File: src/erx_pkg.sv
package erx_pkg;

   // Mesh packet as it travels on the link, MSB first
   typedef struct packed {
      logic        write;                         // Write flag
      logic [1:0]  datamode;                      // Transfer size
      logic [4:0]  ctrlmode;                      // Control bits
      logic [31:0] dst_addr;                      // Destination address
      logic [31:0] data;                          // Payload word
      logic [31:0] src_addr;                      // Source / return address
   } erx_packet_t;

   // Mailbox word pair
   typedef struct packed {
      logic [31:0] src_addr;                      // Upper word
      logic [31:0] data;                          // Lower word
   } mb_entry_t;

   // Output channel index
   typedef enum logic [1:0] {
      CH_WR = 2'd0,
      CH_RD = 2'd1,
      CH_RR = 2'd2
   } chan_e;

   localparam int NUM_CH      = 3;                // Write, read, read response
   localparam int CTRL_RR_BIT = 4;                // ctrlmode bit for read response

   localparam logic [19:0] MB_OFFSET = 20'hF0320; // Mailbox low address in own region

   // Config space, byte offsets
   localparam logic [7:0] REG_REMAP_MODE    = 8'h00;
   localparam logic [7:0] REG_REMAP_SEL     = 8'h04;
   localparam logic [7:0] REG_REMAP_PATTERN = 8'h08;
   localparam logic [7:0] REG_REMAP_BASE    = 8'h0C;
   localparam logic [7:0] REG_MB_LO         = 8'h10; // Read pops mailbox
   localparam logic [7:0] REG_MB_HI         = 8'h14;
   localparam logic [7:0] REG_MB_STAT       = 8'h18; // {full, not_empty}

   localparam logic [31:0] BURST_STRIDE = 32'd8;  // Double word per beat

endpackage

File: src/erx_cfg.sv
`timescale 1ns/100ps
module erx_cfg
   import erx_pkg::*;
(
   input  logic        clk,
   input  logic        rst_n,
   input  logic        cfg_access,
   input  logic        cfg_write,
   input  logic [7:0]  cfg_addr,
   input  logic [31:0] cfg_wdata,
   input  mb_entry_t   mb_head,
   input  logic        mailbox_full,
   input  logic        mailbox_not_empty,
   output logic        cfg_rvalid,
   output logic [31:0] cfg_rdata,
   output logic        mb_pop,
   output logic [1:0]  remap_mode,
   output logic [11:0] remap_sel,
   output logic [11:0] remap_pattern,
   output logic [31:0] remap_base
);

   logic        wr_en;
   logic        rd_en;
   logic [31:0] rd_mux;

   assign wr_en  = cfg_access && cfg_write;
   assign rd_en  = cfg_access && !cfg_write;
   assign mb_pop = rd_en && (cfg_addr == REG_MB_LO) && mailbox_not_empty; // Head read first

   always_ff @(posedge clk or negedge rst_n) begin
      if (!rst_n) begin
         remap_mode    <= '0;
         remap_sel     <= '0;
         remap_pattern <= '0;
         remap_base    <= '0;
      end else if (wr_en) begin
         case (cfg_addr)
            REG_REMAP_MODE:    remap_mode    <= cfg_wdata[1:0];
            REG_REMAP_SEL:     remap_sel     <= cfg_wdata[11:0];
            REG_REMAP_PATTERN: remap_pattern <= cfg_wdata[11:0];
            REG_REMAP_BASE:    remap_base    <= cfg_wdata;
            default: ;                            // Read-only or unmapped
         endcase
      end
   end

   always_comb begin
      case (cfg_addr)
         REG_REMAP_MODE:    rd_mux = {30'b0, remap_mode};
         REG_REMAP_SEL:     rd_mux = {20'b0, remap_sel};
         REG_REMAP_PATTERN: rd_mux = {20'b0, remap_pattern};
         REG_REMAP_BASE:    rd_mux = remap_base;
         REG_MB_LO:         rd_mux = mb_head.data;
         REG_MB_HI:         rd_mux = mb_head.src_addr;
         REG_MB_STAT:       rd_mux = {30'b0, mailbox_full, mailbox_not_empty};
         default:           rd_mux = '0;
      endcase
   end

   always_ff @(posedge clk or negedge rst_n) begin
      if (!rst_n) begin
         cfg_rvalid <= 1'b0;
      end else begin
         cfg_rvalid <= rd_en;                     // One cycle read latency
      end
   end

   always_ff @(posedge clk) begin
      if (rd_en) begin
         cfg_rdata <= rd_mux;
      end
   end

endmodule

File: src/erx_core.sv
`timescale 1ns/100ps
module erx_core
   import erx_pkg::*;
#(
   parameter logic [11:0] ID          = 12'h800,
   parameter int          CH_DEPTH    = 8,
   parameter int          OUT_CREDITS = 4,
   parameter int          MB_DEPTH    = 4
) (
   input  logic        clk,
   input  logic        rst_n,
   input  logic        rx_access,
   input  logic        rx_burst,
   input  erx_packet_t rx_packet,
   output logic        rx_wr_credit,
   output logic        rx_rd_credit,
   output logic        rx_rr_credit,
   output logic        rxwr_valid,
   output erx_packet_t rxwr_packet,
   input  logic        rxwr_credit,
   output logic        rxrd_valid,
   output erx_packet_t rxrd_packet,
   input  logic        rxrd_credit,
   output logic        rxrr_valid,
   output erx_packet_t rxrr_packet,
   input  logic        rxrr_credit,
   input  logic        cfg_access,
   input  logic        cfg_write,
   input  logic [7:0]  cfg_addr,
   input  logic [31:0] cfg_wdata,
   output logic        cfg_rvalid,
   output logic [31:0] cfg_rdata,
   output logic        mailbox_full,
   output logic        mailbox_not_empty
);

   localparam int PEND_W = $clog2(CH_DEPTH + 2);

   logic              prot_valid;
   chan_e             prot_class;
   erx_packet_t       prot_pkt;
   logic              rmp_valid;
   chan_e             rmp_class;
   erx_packet_t       rmp_pkt;
   logic [1:0]        remap_mode;
   logic [11:0]       remap_sel;
   logic [11:0]       remap_pattern;
   logic [31:0]       remap_base;
   logic [NUM_CH-1:0] ch_push;
   erx_packet_t       ch_pkt;
   logic              mb_push;
   mb_entry_t         mb_entry;
   mb_entry_t         mb_head;
   logic              mb_credit;
   logic              mb_pop;
   logic [NUM_CH-1:0] ch_credit_in;
   logic [NUM_CH-1:0] ch_valid;
   logic [NUM_CH-1:0] up_credit;
   erx_packet_t       ch_out_pkt [NUM_CH];
   logic [PEND_W-1:0] wr_pend;                    // Write credits owed after a clash

   erx_protocol erx_protocol (.clk(clk), .rst_n(rst_n), .rx_access(rx_access),
      .rx_burst(rx_burst), .rx_packet(rx_packet), .pkt_valid(prot_valid),
      .pkt_class(prot_class), .pkt(prot_pkt));

   erx_remap #(.ID(ID)) erx_remap (.clk(clk), .rst_n(rst_n), .in_valid(prot_valid),
      .in_class(prot_class), .in_pkt(prot_pkt), .remap_mode(remap_mode),
      .remap_sel(remap_sel), .remap_pattern(remap_pattern), .remap_base(remap_base),
      .out_valid(rmp_valid), .out_class(rmp_class), .out_pkt(rmp_pkt));

   erx_distributor #(.ID(ID)) erx_distributor (.clk(clk), .rst_n(rst_n),
      .in_valid(rmp_valid), .in_class(rmp_class), .in_pkt(rmp_pkt), .ch_push(ch_push),
      .ch_pkt(ch_pkt), .mb_push(mb_push), .mb_entry(mb_entry), .mb_credit(mb_credit));

   erx_mailbox #(.MB_DEPTH(MB_DEPTH)) erx_mailbox (.clk(clk), .rst_n(rst_n),
      .push(mb_push), .entry(mb_entry), .pop(mb_pop), .head(mb_head),
      .mailbox_full(mailbox_full), .mailbox_not_empty(mailbox_not_empty));

   erx_cfg erx_cfg (.clk(clk), .rst_n(rst_n), .cfg_access(cfg_access),
      .cfg_write(cfg_write), .cfg_addr(cfg_addr), .cfg_wdata(cfg_wdata),
      .mb_head(mb_head), .mailbox_full(mailbox_full),
      .mailbox_not_empty(mailbox_not_empty), .cfg_rvalid(cfg_rvalid),
      .cfg_rdata(cfg_rdata), .mb_pop(mb_pop), .remap_mode(remap_mode),
      .remap_sel(remap_sel), .remap_pattern(remap_pattern), .remap_base(remap_base));

   assign ch_credit_in = {rxrr_credit, rxrd_credit, rxwr_credit}; // Indexed by chan_e

   for (genvar i = 0; i < NUM_CH; i++) begin : g_ch
      rx_channel #(.CH_DEPTH(CH_DEPTH), .OUT_CREDITS(OUT_CREDITS)) rx_channel (
         .clk(clk), .rst_n(rst_n), .push(ch_push[i]), .push_pkt(ch_pkt),
         .out_credit(ch_credit_in[i]), .out_valid(ch_valid[i]),
         .out_pkt(ch_out_pkt[i]), .up_credit(up_credit[i]));
   end

   assign rxwr_valid   = ch_valid[CH_WR];
   assign rxwr_packet  = ch_out_pkt[CH_WR];
   assign rxrd_valid   = ch_valid[CH_RD];
   assign rxrd_packet  = ch_out_pkt[CH_RD];
   assign rxrr_valid   = ch_valid[CH_RR];
   assign rxrr_packet  = ch_out_pkt[CH_RR];
   assign rx_rd_credit = up_credit[CH_RD];
   assign rx_rr_credit = up_credit[CH_RR];

   // Channel and mailbox credits share one wire, a clash is paid next cycle
   assign rx_wr_credit = up_credit[CH_WR] || mb_credit || (wr_pend != '0);

   always_ff @(posedge clk or negedge rst_n) begin
      if (!rst_n) begin
         wr_pend <= '0;
      end else begin
         wr_pend <= wr_pend + PEND_W'(up_credit[CH_WR]) + PEND_W'(mb_credit)
                    - PEND_W'(rx_wr_credit);
      end
   end

endmodule

File: src/erx_distributor.sv
`timescale 1ns/100ps
module erx_distributor
   import erx_pkg::*;
#(
   parameter logic [11:0] ID = 12'h800
) (
   input  logic              clk,
   input  logic              rst_n,
   input  logic              in_valid,
   input  chan_e             in_class,
   input  erx_packet_t       in_pkt,
   output logic [NUM_CH-1:0] ch_push,
   output erx_packet_t       ch_pkt,
   output logic              mb_push,
   output mb_entry_t         mb_entry,
   output logic              mb_credit
);

   logic mb_hit;

   // Write to own region at the mailbox offset
   assign mb_hit = in_valid && (in_class == CH_WR) &&
                   (in_pkt.dst_addr[31:20] == ID) &&
                   (in_pkt.dst_addr[19:0] == MB_OFFSET);

   always_comb begin
      ch_push = '0;
      if (in_valid && !mb_hit) begin
         ch_push[in_class] = 1'b1;                // One-hot by class
      end
   end

   assign ch_pkt            = in_pkt;             // Shared bus with push as the select
   assign mb_push           = mb_hit;
   assign mb_entry.src_addr = in_pkt.src_addr;
   assign mb_entry.data     = in_pkt.data;

   // Sender's write credit comes back even if the mailbox drops it
   always_ff @(posedge clk or negedge rst_n) begin
      if (!rst_n) begin
         mb_credit <= 1'b0;
      end else begin
         mb_credit <= mb_hit;
      end
   end

   // Each packet lands in exactly one place
   a_one_dest : assert property (@(posedge clk) disable iff (!rst_n)
      in_valid |-> $onehot({ch_push, mb_push}));

endmodule

File: src/erx_mailbox.sv
`timescale 1ns/100ps
module erx_mailbox
   import erx_pkg::*;
#(
   parameter int MB_DEPTH = 4
) (
   input  logic      clk,
   input  logic      rst_n,
   input  logic      push,
   input  mb_entry_t entry,
   input  logic      pop,
   output mb_entry_t head,
   output logic      mailbox_full,
   output logic      mailbox_not_empty
);

   logic q_push;
   logic q_empty;
   logic q_full;

   assign q_push = push && !q_full;               // Write to a full mailbox is lost

   rx_queue #(
      .T     (mb_entry_t),
      .DEPTH (MB_DEPTH)
   ) mb_queue (
      .clk       (clk),
      .rst_n     (rst_n),
      .push      (q_push),
      .push_data (entry),
      .pop       (pop),
      .head      (head),
      .empty     (q_empty),
      .full      (q_full)
   );

   // Queue flags are flops, valid the cycle after push or pop
   assign mailbox_full      = q_full;
   assign mailbox_not_empty = !q_empty;

endmodule

File: src/erx_protocol.sv
`timescale 1ns/100ps
module erx_protocol
   import erx_pkg::*;
(
   input  logic        clk,
   input  logic        rst_n,
   input  logic        rx_access,
   input  logic        rx_burst,
   input  erx_packet_t rx_packet,
   output logic        pkt_valid,
   output chan_e       pkt_class,
   output erx_packet_t pkt
);

   erx_packet_t nxt_pkt;
   chan_e       nxt_class;
   logic        seen_pkt;                         // Any packet since reset

   // Burst beats take the header of the last beat
   always_comb begin
      nxt_pkt = rx_packet;
      if (rx_burst) begin
         nxt_pkt          = pkt;                  // Last registered beat
         nxt_pkt.dst_addr = pkt.dst_addr + BURST_STRIDE;
         nxt_pkt.data     = rx_packet.data;       // Only data is fresh
      end
   end

   always_comb begin
      if (!nxt_pkt.write) begin
         nxt_class = CH_RD;
      end else if (nxt_pkt.ctrlmode[CTRL_RR_BIT]) begin
         nxt_class = CH_RR;                       // Write carrying read data
      end else begin
         nxt_class = CH_WR;
      end
   end

   always_ff @(posedge clk or negedge rst_n) begin
      if (!rst_n) begin
         pkt_valid <= 1'b0;
         pkt_class <= CH_WR;
         seen_pkt  <= 1'b0;
      end else begin
         pkt_valid <= rx_access;
         if (rx_access) begin
            pkt_class <= nxt_class;
            seen_pkt  <= 1'b1;
         end
      end
   end

   always_ff @(posedge clk) begin
      if (rx_access) begin
         pkt <= nxt_pkt;                          // Also the burst base
      end
   end

   a_burst_has_base : assert property (@(posedge clk) disable iff (!rst_n)
      (rx_access && rx_burst) |-> seen_pkt);

endmodule

File: src/erx_remap.sv
`timescale 1ns/100ps
module erx_remap
   import erx_pkg::*;
#(
   parameter logic [11:0] ID = 12'h800
) (
   input  logic        clk,
   input  logic        rst_n,
   input  logic        in_valid,
   input  chan_e       in_class,
   input  erx_packet_t in_pkt,
   input  logic [1:0]  remap_mode,
   input  logic [11:0] remap_sel,
   input  logic [11:0] remap_pattern,
   input  logic [31:0] remap_base,
   output logic        out_valid,
   output chan_e       out_class,
   output erx_packet_t out_pkt
);

   logic [31:0] addr_in;
   logic [31:0] addr_out;
   logic        own_region;                       // Local registers and mailbox
   erx_packet_t nxt_pkt;

   assign addr_in    = in_pkt.dst_addr;
   assign own_region = (addr_in[31:20] == ID);

   always_comb begin
      case (remap_mode)
         2'd1:    addr_out = {(addr_in[31:20] & ~remap_sel) | (remap_pattern & remap_sel),
                              addr_in[19:0]};     // Static bit replace
         2'd2:    addr_out = addr_in + remap_base; // Offset remap
         default: addr_out = addr_in;             // Modes 0 and 3 pass
      endcase
   end

   // Read responses and own region keep their address
   always_comb begin
      nxt_pkt = in_pkt;
      if (in_class != CH_RR && !own_region) begin
         nxt_pkt.dst_addr = addr_out;
      end
   end

   always_ff @(posedge clk or negedge rst_n) begin
      if (!rst_n) begin
         out_valid <= 1'b0;
         out_class <= CH_WR;
      end else begin
         out_valid <= in_valid;
         if (in_valid) begin
            out_class <= in_class;
         end
      end
   end

   always_ff @(posedge clk) begin
      if (in_valid) begin
         out_pkt <= nxt_pkt;
      end
   end

endmodule

File: src/rx_channel.sv
`timescale 1ns/100ps
module rx_channel
   import erx_pkg::*;
#(
   parameter int CH_DEPTH    = 8,
   parameter int OUT_CREDITS = 4
) (
   input  logic        clk,
   input  logic        rst_n,
   input  logic        push,
   input  erx_packet_t push_pkt,
   input  logic        out_credit,
   output logic        out_valid,
   output erx_packet_t out_pkt,
   output logic        up_credit
);

   localparam int CW = $clog2(OUT_CREDITS + 1);

   logic [CW-1:0] credits;                        // Downstream credits held
   logic          send;
   logic          bypass;                         // Empty queue, straight to output
   logic          q_push;
   logic          q_pop;
   logic          q_empty;
   logic          q_full;
   erx_packet_t   q_head;

   assign send   = (credits != '0) && (!q_empty || push);
   assign bypass = send && q_empty;
   assign q_pop  = send && !q_empty;
   assign q_push = push && !bypass;

   rx_queue #(
      .T     (erx_packet_t),
      .DEPTH (CH_DEPTH)
   ) ch_queue (
      .clk       (clk),
      .rst_n     (rst_n),
      .push      (q_push),
      .push_data (push_pkt),
      .pop       (q_pop),
      .head      (q_head),
      .empty     (q_empty),
      .full      (q_full)
   );

   always_ff @(posedge clk or negedge rst_n) begin
      if (!rst_n) begin
         credits   <= CW'(OUT_CREDITS);
         out_valid <= 1'b0;
         up_credit <= 1'b0;
      end else begin
         credits   <= credits + CW'(out_credit) - CW'(send);
         out_valid <= send;                       // Single-cycle pulse
         up_credit <= send;                       // Slot freed upstream
      end
   end

   always_ff @(posedge clk) begin
      if (send) begin
         out_pkt <= bypass ? push_pkt : q_head;
      end
   end

   a_no_overflow : assert property (@(posedge clk) disable iff (!rst_n)
      q_push |-> !q_full);
   a_credit_max : assert property (@(posedge clk) disable iff (!rst_n)
      credits <= CW'(OUT_CREDITS));

endmodule

File: src/rx_queue.sv
`timescale 1ns/100ps
module rx_queue #(
   parameter type T     = logic [7:0],
   parameter int  DEPTH = 8
) (
   input  logic clk,
   input  logic rst_n,
   input  logic push,
   input  T     push_data,
   input  logic pop,
   output T     head,
   output logic empty,
   output logic full
);

   localparam int AW = (DEPTH > 1) ? $clog2(DEPTH) : 1;
   localparam int CW = $clog2(DEPTH + 1);

   T              mem [DEPTH];
   logic [AW-1:0] wr_ptr;
   logic [AW-1:0] rd_ptr;
   logic [CW-1:0] count;                          // Occupancy
   logic [CW-1:0] count_nxt;
   logic          do_push;
   logic          do_pop;

   assign do_pop    = pop && !empty;
   assign do_push   = push && (!full || do_pop); // Full but popping is fine
   assign count_nxt = count + CW'(do_push) - CW'(do_pop);
   assign head      = mem[rd_ptr];               // Show-ahead read

   always_ff @(posedge clk) begin
      if (do_push) begin
         mem[wr_ptr] <= push_data;
      end
   end

   always_ff @(posedge clk or negedge rst_n) begin
      if (!rst_n) begin
         wr_ptr <= '0;
         rd_ptr <= '0;
         count  <= '0;
         empty  <= 1'b1;
         full   <= 1'b0;
      end else begin
         if (do_push) begin
            wr_ptr <= (wr_ptr == AW'(DEPTH - 1)) ? '0 : wr_ptr + 1'b1; // Wrap at DEPTH
         end
         if (do_pop) begin
            rd_ptr <= (rd_ptr == AW'(DEPTH - 1)) ? '0 : rd_ptr + 1'b1;
         end
         count <= count_nxt;
         empty <= (count_nxt == '0);              // Flags from next count
         full  <= (count_nxt == CW'(DEPTH));
      end
   end

endmodule

File: config.mk
export PLATFORM = sky130hd
export DESIGN_NAME = erx_core
export DESIGN_NICKNAME = d
export VERILOG_FILES = /design/src/erx_pkg.sv /design/src/erx_cfg.sv /design/src/erx_core.sv /design/src/erx_distributor.sv /design/src/erx_mailbox.sv /design/src/erx_protocol.sv /design/src/erx_remap.sv /design/src/rx_channel.sv /design/src/rx_queue.sv
export SDC_FILE = /design/constraint.sdc
export NUM_CORES = 2
export LEC_CHECK = 0
export BUFFER_PORTS_ARGS = -buffer_cell sky130_fd_sc_hd__buf_2
export CORE_AREA = 2 2 480 482
export DETAILED_ROUTE_END_ITERATION = 16
export DIE_AREA = 0 0 482 484
export GPL_ROUTABILITY_DRIVEN = 0
export GPL_TIMING_DRIVEN = 0
export PLACE_DENSITY = 0.72
export REMOVE_ABC_BUFFERS = 1
export SKIP_CTS_REPAIR_TIMING = 1
export SLEW_MARGIN = 10
export SYNTH_ARGS = -nofsm -noshare
export SYNTH_HDL_FRONTEND = slang
export SYNTH_SLANG_ARGS = --single-unit
File: constraint.sdc
create_clock -name clk -period 18.5 [get_ports clk]
set_input_delay 3.7 -clock clk [delete_from_list [all_inputs] [get_ports clk]]
set_output_delay 3.7 -clock clk [all_outputs]
set_load 0.02 [all_outputs]
# == Yosys cells after proc, flatten, opt, wreduce, memory -nomap -nowiden ==
# Memory sizes are Yosys's and may differ from the RTL's.
# Index checks and enable logic that the tools add are counted.
# word_totals
ff_bits,679
elab_cells,228
memories,4
out_inout_bits,353
inputBits,153
ramBits,2752
# mem_list
name,depth,word_bits,rd,rd_ports_with_merged_regs,write_ports,line,rtl
g_ch[0].rx_channel.ch_queue.mem,8,104,1,0,1,rx_queue.sv:19,T mem [DEPTH];
g_ch[1].rx_channel.ch_queue.mem,8,104,1,0,1,rx_queue.sv:19,
g_ch[2].rx_channel.ch_queue.mem,8,104,1,0,1,rx_queue.sv:19,
erx_mailbox.mb_queue.mem,4,64,1,0,1,rx_queue.sv:19,
# op_classes
mux,28
addsub,27
n_reduce_logical,69
n_eq_ne,24
n_lt_le_gt_ge,2
n_bitwise,5
# op_table
operator,n
104-bit 2-to-1 mux,4
32-bit case mux with 7 select lines,1
32-bit case mux with 2 select lines,1
32-bit adder,1
"32-bit by 4-bit adder with 32-bit output, second input constant",1
32-bit 2-to-1 mux,1
1-bit logical AND,31
12-bit bitwise AND,2
"12-bit == test, second input constant",2
"8-bit by 5-bit == test with 1-bit output, second input constant",3
"3-bit == test, second input constant",7
3-bit 2-to-1 mux,7
4-bit by 1-bit adder with 4-bit output,5
"20-bit == test, second input constant",1
"3-bit by 1-bit adder with 3-bit output, second input constant",6
"8-bit by 4-bit == test with 1-bit output, second input constant",2
4-bit by 1-bit subtractor with 4-bit output,4
1-bit logical NOT,14
3-bit by 1-bit adder with 3-bit output,4
"4-bit == test, second input constant",3
4-bit logical NOT,3
12-bit NOT,1
12-bit bitwise OR,1
3-bit by 1-bit subtractor with 3-bit output,4
18 further kinds,46

# == Depth between registers and ports, before layout ==
# depth
ltp_word,16
ltp_mapped,16
ltp_nobuf,14

# == Hierarchy ==
# From an unflattened synthesis, not the netlist that was laid out.
# hier_totals
hier_cells,6127
area_unflattened_um2,135047.0
# modules_own_cells
module,area_each_um2,cells_per_inst,seq_area_each_um2,instances
rx_queue at g_ch[0].rx_channel.ch_queue ...,31908.1,1262,25285.5,3
rx_channel,4630.7,240,3224.3,3
rx_queue at erx_mailbox.mb_queue,9720.6,374,7913.8,1
erx_remap,5626.6,473,3198.1,1
erx_protocol,4201.5,269,3198.1,1
erx_cfg,4187.8,296,2437.3,1
erx_distributor,1417.6,185,25.0,1
erx_core,259.0,22,100.1,1
erx_mailbox,17.5,2,0.0,1

# == Worst setup path before layout ==
# Ideal clock, no wire load.
# synth_timing
kind,register -> register
from,reg erx_remap.out_pkt[68] (netlist name)
to,"mem g_ch[1].rx_channel.ch_queue.mem[2][0] (netlist name), enable pin"
arrival_ns,12.507
setup_slack_ns,5.135
period_less_slack_ns,13.365
setup_time_ns,0.858
t_required_ns,17.642
stages_incl_launch_ff,10
n_path_buf,2
path_cell_list,edfxtp_1 and4b_1 nand4_1 nor4_2 nor2b_1 buf_2 nand3b_1 a211o_1 buf_2 nor4b_1
# synth_via
elab_chain_len,13
word_cells_on_any_way,16
cone_classes,1 x eq/ne; 3 x mux; 12 x reduce/logical
# synth_lines
element,line,rtl
"start, declared",erx_remap.sv:18,output erx_packet_t out_pkt
"start signal, assigned",erx_remap.sv:60,out_pkt <= nxt_pkt;
20-bit == test (*),erx_distributor.sv:24,(in_pkt.dst_addr[19:0] == MB_OFFSET);
1-bit logical AND (*),erx_distributor.sv:23,(in_pkt.dst_addr[31:20] == ID) &&
named net erx_distributor.mb_push,erx_distributor.sv:14,"output logic mb_push,"
1-bit logical NOT (*),erx_distributor.sv:28,if (in_valid && !mb_hit) begin
1-bit logical AND (*),erx_distributor.sv:28,
3-bit 2-to-1 mux (*),erx_distributor.sv:28,
1-bit logical OR,rx_channel.sv:29,assign send = (credits != '0) && (!q_empty || push);
1-bit logical AND,rx_channel.sv:29,
"1-bit logical AND, on equally long branches","rx_channel.sv:30, rx_channel.sv:31",
1-bit logical NOT or 1-bit logical AND (tied branches),"rx_channel.sv:32, rx_queue.sv:27",
1-bit logical AND or 1-bit logical OR (tied branches),"rx_channel.sv:32, rx_queue.sv:28",
1-bit logical AND (*),rx_queue.sv:28,assign do_push = push && (!full || do_pop);
1-bit 2-to-1 mux (*),rx_queue.sv:33,if (do_push) begin
1-bit 2-to-1 mux (not written as such) (*),rx_queue.sv:34,mem[wr_ptr] <= push_data;
"end, declared",rx_queue.sv:19,
# The timed path passes the listed nets; every way through them passes the cells marked *.

# == Worst setup path in the final report ==
# layout_timing
from,in cfg_addr[0]
to,reg erx_mailbox.mb_queue.full
# layout_via
elab_chain_len,9
# layout_lines
element,line,rtl
"start, declared",erx_core.sv:29,"input logic [7:0] cfg_addr,"
8-bit by 5-bit == test with 1-bit output (*),erx_cfg.sv:29,assign mb_pop = rd_en && (cfg_addr == REG_MB_LO) && mailbox_not_empty;
1-bit logical AND (*) (2 in a row),erx_cfg.sv:29,
1-bit logical AND (*),rx_queue.sv:27,assign do_pop = pop && !empty;
named net erx_mailbox.mb_queue.do_pop,rx_queue.sv:25,logic do_pop;
1-bit logical OR,rx_queue.sv:28,
1-bit logical AND,rx_queue.sv:28,
3-bit by 1-bit adder with 3-bit output,rx_queue.sv:29,assign count_nxt = count + CW'(do_push) - CW'(do_pop);
3-bit by 1-bit subtractor with 3-bit output (*),rx_queue.sv:29,
named net erx_mailbox.mb_queue.count_nxt[2],rx_queue.sv:23,logic [CW-1:0] count_nxt;
3-bit == test (*),rx_queue.sv:54,full <= (count_nxt == CW'(DEPTH));
"end signal, assigned",rx_queue.sv:54,
"end, declared",rx_queue.sv:13,output logic full
# Marked as above.
# A chain may end at the register's enable or synchronous reset.

==> results.tsv <==
metric	value	unit
totalWireLength	330400	µm
ys_top_cells_by_area	edfxtp_1 75%, mux4_2 12%, mux2i_1 2.4%, dfrtp_1 2.3%, o21ai_0 0.87%	
start_kind	input port	
ys_warn_count	0	
use_met1	0.3934	
synth.most_common_cell	edfxtp_1	
async_flop_share	0.03702	
die_y	484	µm
fin_crit_sh	0.3522	
grt_max_degree	100	
p_leak	52.44	nW
htreeDepth	5	
p_int	15.93	mW
end_kind	flop	
cp.required	19360	ps
synth_top_area_frac	0.7546	
fmax	0.1535	GHz
grt_pass1_vias	67007	
yosys.area.top_type	edfxtp_1	
ys.flop_type	edfxtp_1	
cts_root_buf	clkbuf_16	
vdd_drop_max	0.1122	mV
yosysSeqAreaShare	0.7789	
switching_share	0.2892	
vias_per_cell	6.290	
nFillCells	14420	
fin_skew	59.11	ps
tns	0	ps
setup.worst_path.class	input port to flop	
drt_iter0_drc	8067	
hold_violations	0	
synth_edf_count	3304	
grt_use_met3	0.04761	
worstHoldPathType	flop to flop	
yosysUniqueCellTypes	65	
fin_crit	6516	ps
final_nets	7583	
cp.arrival	7380	ps
portBuffers	505	
cts_buffer_depth	4	
cts.sinks	3431	
gr-usage-met2	0.4526	
vias	66995	
r2r_slack	12870	ps
syn_to_final_growth	16.75	%
rows	176	
drc	0	
crit_fanout	5	
design.die.area	233300	µm²
setup_viol	0	
rsz0062_at_grt	false	
grt.total_usage	0.2850	
power_frac_seq	0.456	
initial_core_util	0.5752	
syn-instance-count	6273	
wl_per_cell	31.02	µm
cts_buffers	350	
cts_tree	yes	
dieWidth	482	µm
outcome	finished clean	
grt_pass1_wl	473100	µm
drive_gt1_frac	0.3048	
clk_pin_slew_worst_paths	60	ps
synth-seq-cells	3431	
maxSlewHeadroom	0.1502	
core_area	228600	µm²
finalMaxSlewViolations	0	
clock_latency	990	ps
power_density	146.0	nW/µm²
ant_nets	0	
max-cap-violations	0	
comb_power_share	0.245	
mappedNetlistArea	131500	µm²
p_clk_frac	0.298	
place_hpwl	225900	µm
p_switching	6.482	mW
tightestPinTransition	1275	ps
syn_avg_cell_area	20.96	µm²
post-route-util	0.6715	
antenna_found_initial	34	
grt_busiest_layer	met2	
ys_top_cells_by_count	3,304 x edfxtp_1, 688 x mux4_2, 316 x mux2i_1	
overflow	0	
firstDrtPassIters	9	
ioPinCount	506	
state kept, by name, indices dropped and copies added (netlist names), 2 cells and up:
name / cells
g_ch.rx_channel.ch_queue.mem: 2496
g_ch.rx_channel.out_pkt: 312
erx_mailbox.mb_queue.mem: 256
erx_protocol.pkt: 104
erx_remap.out_pkt: 104
erx_cfg.cfg_rdata: 32
erx_cfg.remap_base: 32
erx_cfg.remap_pattern: 12
erx_cfg.remap_sel: 12
g_ch.rx_channel.ch_queue.count: 12
g_ch.rx_channel.ch_queue.rd_ptr: 9
g_ch.rx_channel.ch_queue.wr_ptr: 9
g_ch.rx_channel.credits: 9
wr_pend: 4
erx_mailbox.mb_queue.count: 3
g_ch.rx_channel.ch_queue.empty: 3
g_ch.rx_channel.ch_queue.full: 3
g_ch.rx_channel.out_valid: 3
erx_cfg.remap_mode: 2
erx_mailbox.mb_queue.rd_ptr: 2
erx_mailbox.mb_queue.wr_ptr: 2
erx_protocol.pkt_class: 2
erx_remap.out_class: 2
power groups by stage:
| stage | clock, mW | sequential, mW | combinational, mW |
|---|---|---|---|
| 4_1_cts | 6.77 | 10.2 | 5.56 |
| 5_1_grt | 7.07 | 10.3 | 5.85 |
| 3_3_place_gp | 0 | 11.6 | 5.84 |
| 3_5_place_dp | 0 | 10.4 | 5.52 |
| 2_1_floorplan | 0 | 11.2 | 3.41 |
| 6_report | 6.69 | 10.2 | 5.50 |
per-stage QoR:
| step | power, mW | area (µm²) | instances | worst slack (ps) | hold slack [ps] |
|---|---|---|---|---|---|
| floorplan | 14.64 | 130100 | 5960 | 5081 | 400.3 |
| global placement | 17.45 | 136400 | 9491 | -11310 | 400.3 |
| detailed placement | 15.91 | 142700 | 10019 | 11090 | 404.5 |
| CTS | 22.57 | 153500 | 10631 | 12080 | 380.5 |
| global route | 23.22 | 153500 | 10643 | 11950 | 403.0 |
| finish | 22.41 | 153500 | 10651 | 11980 | 376.0 |
critical path, stage by stage:
cell and delay, ps:
buf_2 90, or4_1 520, or3_1 560, nor3_2 620
and3_1 340, ha_1 250, inv_1 60, ha_1 140
inv_1 50, fa_1 410, xnor2_1 160, xnor2_1 250
nor3b_1 220
logic make-up (layout without fill, tap and decap cells):
kind of cell | after synthesis | in the layout | share of synthesized area
compound gates | 567 | 567 | 0.02481
mux | 1085 | 1085 | 0.1488
simple gates | 643 | 643 | 0.02152
buf+inv | 392 | 1724 | 0.01263
other cells | 0 | 20 | 0
flops | 3431 | 3431 | 0.7789
xor+xnor | 70 | 70 | 0.004663
fa+ha+maj | 85 | 85 | 0.008660
final timing paths:
check / endpoint / start / cells after the start
setup / recovery: erx_mailbox.mb_queue.full / cfg_addr[0] / 13
hold / removal: erx_remap.out_pkt[18] / erx_protocol.pkt[18] / 0
setup reg to reg: g_ch[1].rx_channel.ch_queue.full / erx_remap.out_pkt[65] / 14
hold reg to reg: erx_remap.out_pkt[18] / erx_protocol.pkt[18] / 0
max in group asynchronous: erx_mailbox.mb_queue.rd_ptr[1] / rst_n / 2
min in group asynchronous: g_ch[1].rx_channel.out_valid / rst_n / 1
placed cells by master (no fill, tap or decap), types with 10 or more instances in the layout:
cell,n
nand3_1,25
nand2_1,296
edfxtp_1,3304
o21ai_0,228
clkinv_2,57
buf_4,292
fa_1,10
a21o_1,18
ha_1,75
a222oi_1,34
clkbuf_8,14
buf_6,91
clkinv_1,55
inv_1,79
dfrtp_4,12
xnor2_1,35
buf_16,62
nand4_1,16
bufinv_16,19
clkbuf_1,93
clkbuf_16,358
mux2_2,70
nor2b_1,13
a21oi_1,176
nor3_1,17
mux2_1,11
and3_1,12
dfrtp_1,108
nor3_2,12
a22oi_1,10
buf_8,10
mux2i_1,316
o21ai_1,41
mux4_2,688
nor2_1,178
diode_2,20
xor2_1,35
buf_2,538
buf_12,40
layout make-up:
type / instances / area (µm²) / share of cell area
antenna: 20 / 50.05 / 0.0003260
clock buffer: 465 / 9500 / 0.06189
clock inverter: 147 / 1216 / 0.007923
inverter: 79 / 296.5 / 0.001932
multi-input combinational: 2450 / 27640 / 0.1800
sequential: 3431 / 102400 / 0.6674
tap: 3026 / 3786 / 0.02467
timing repair buffer: 1033 / 8567 / 0.05581
per-layer routing:
layer | wire (µm) | share of wire
met2 | 161000 | 0.49
met5 | 37 | 0.00011
met1 | 125700 | 0.38
met4 | 16450 | 0.050
met3 | 27250 | 0.082
Note: power is estimated with default switching activity, not from simulation.
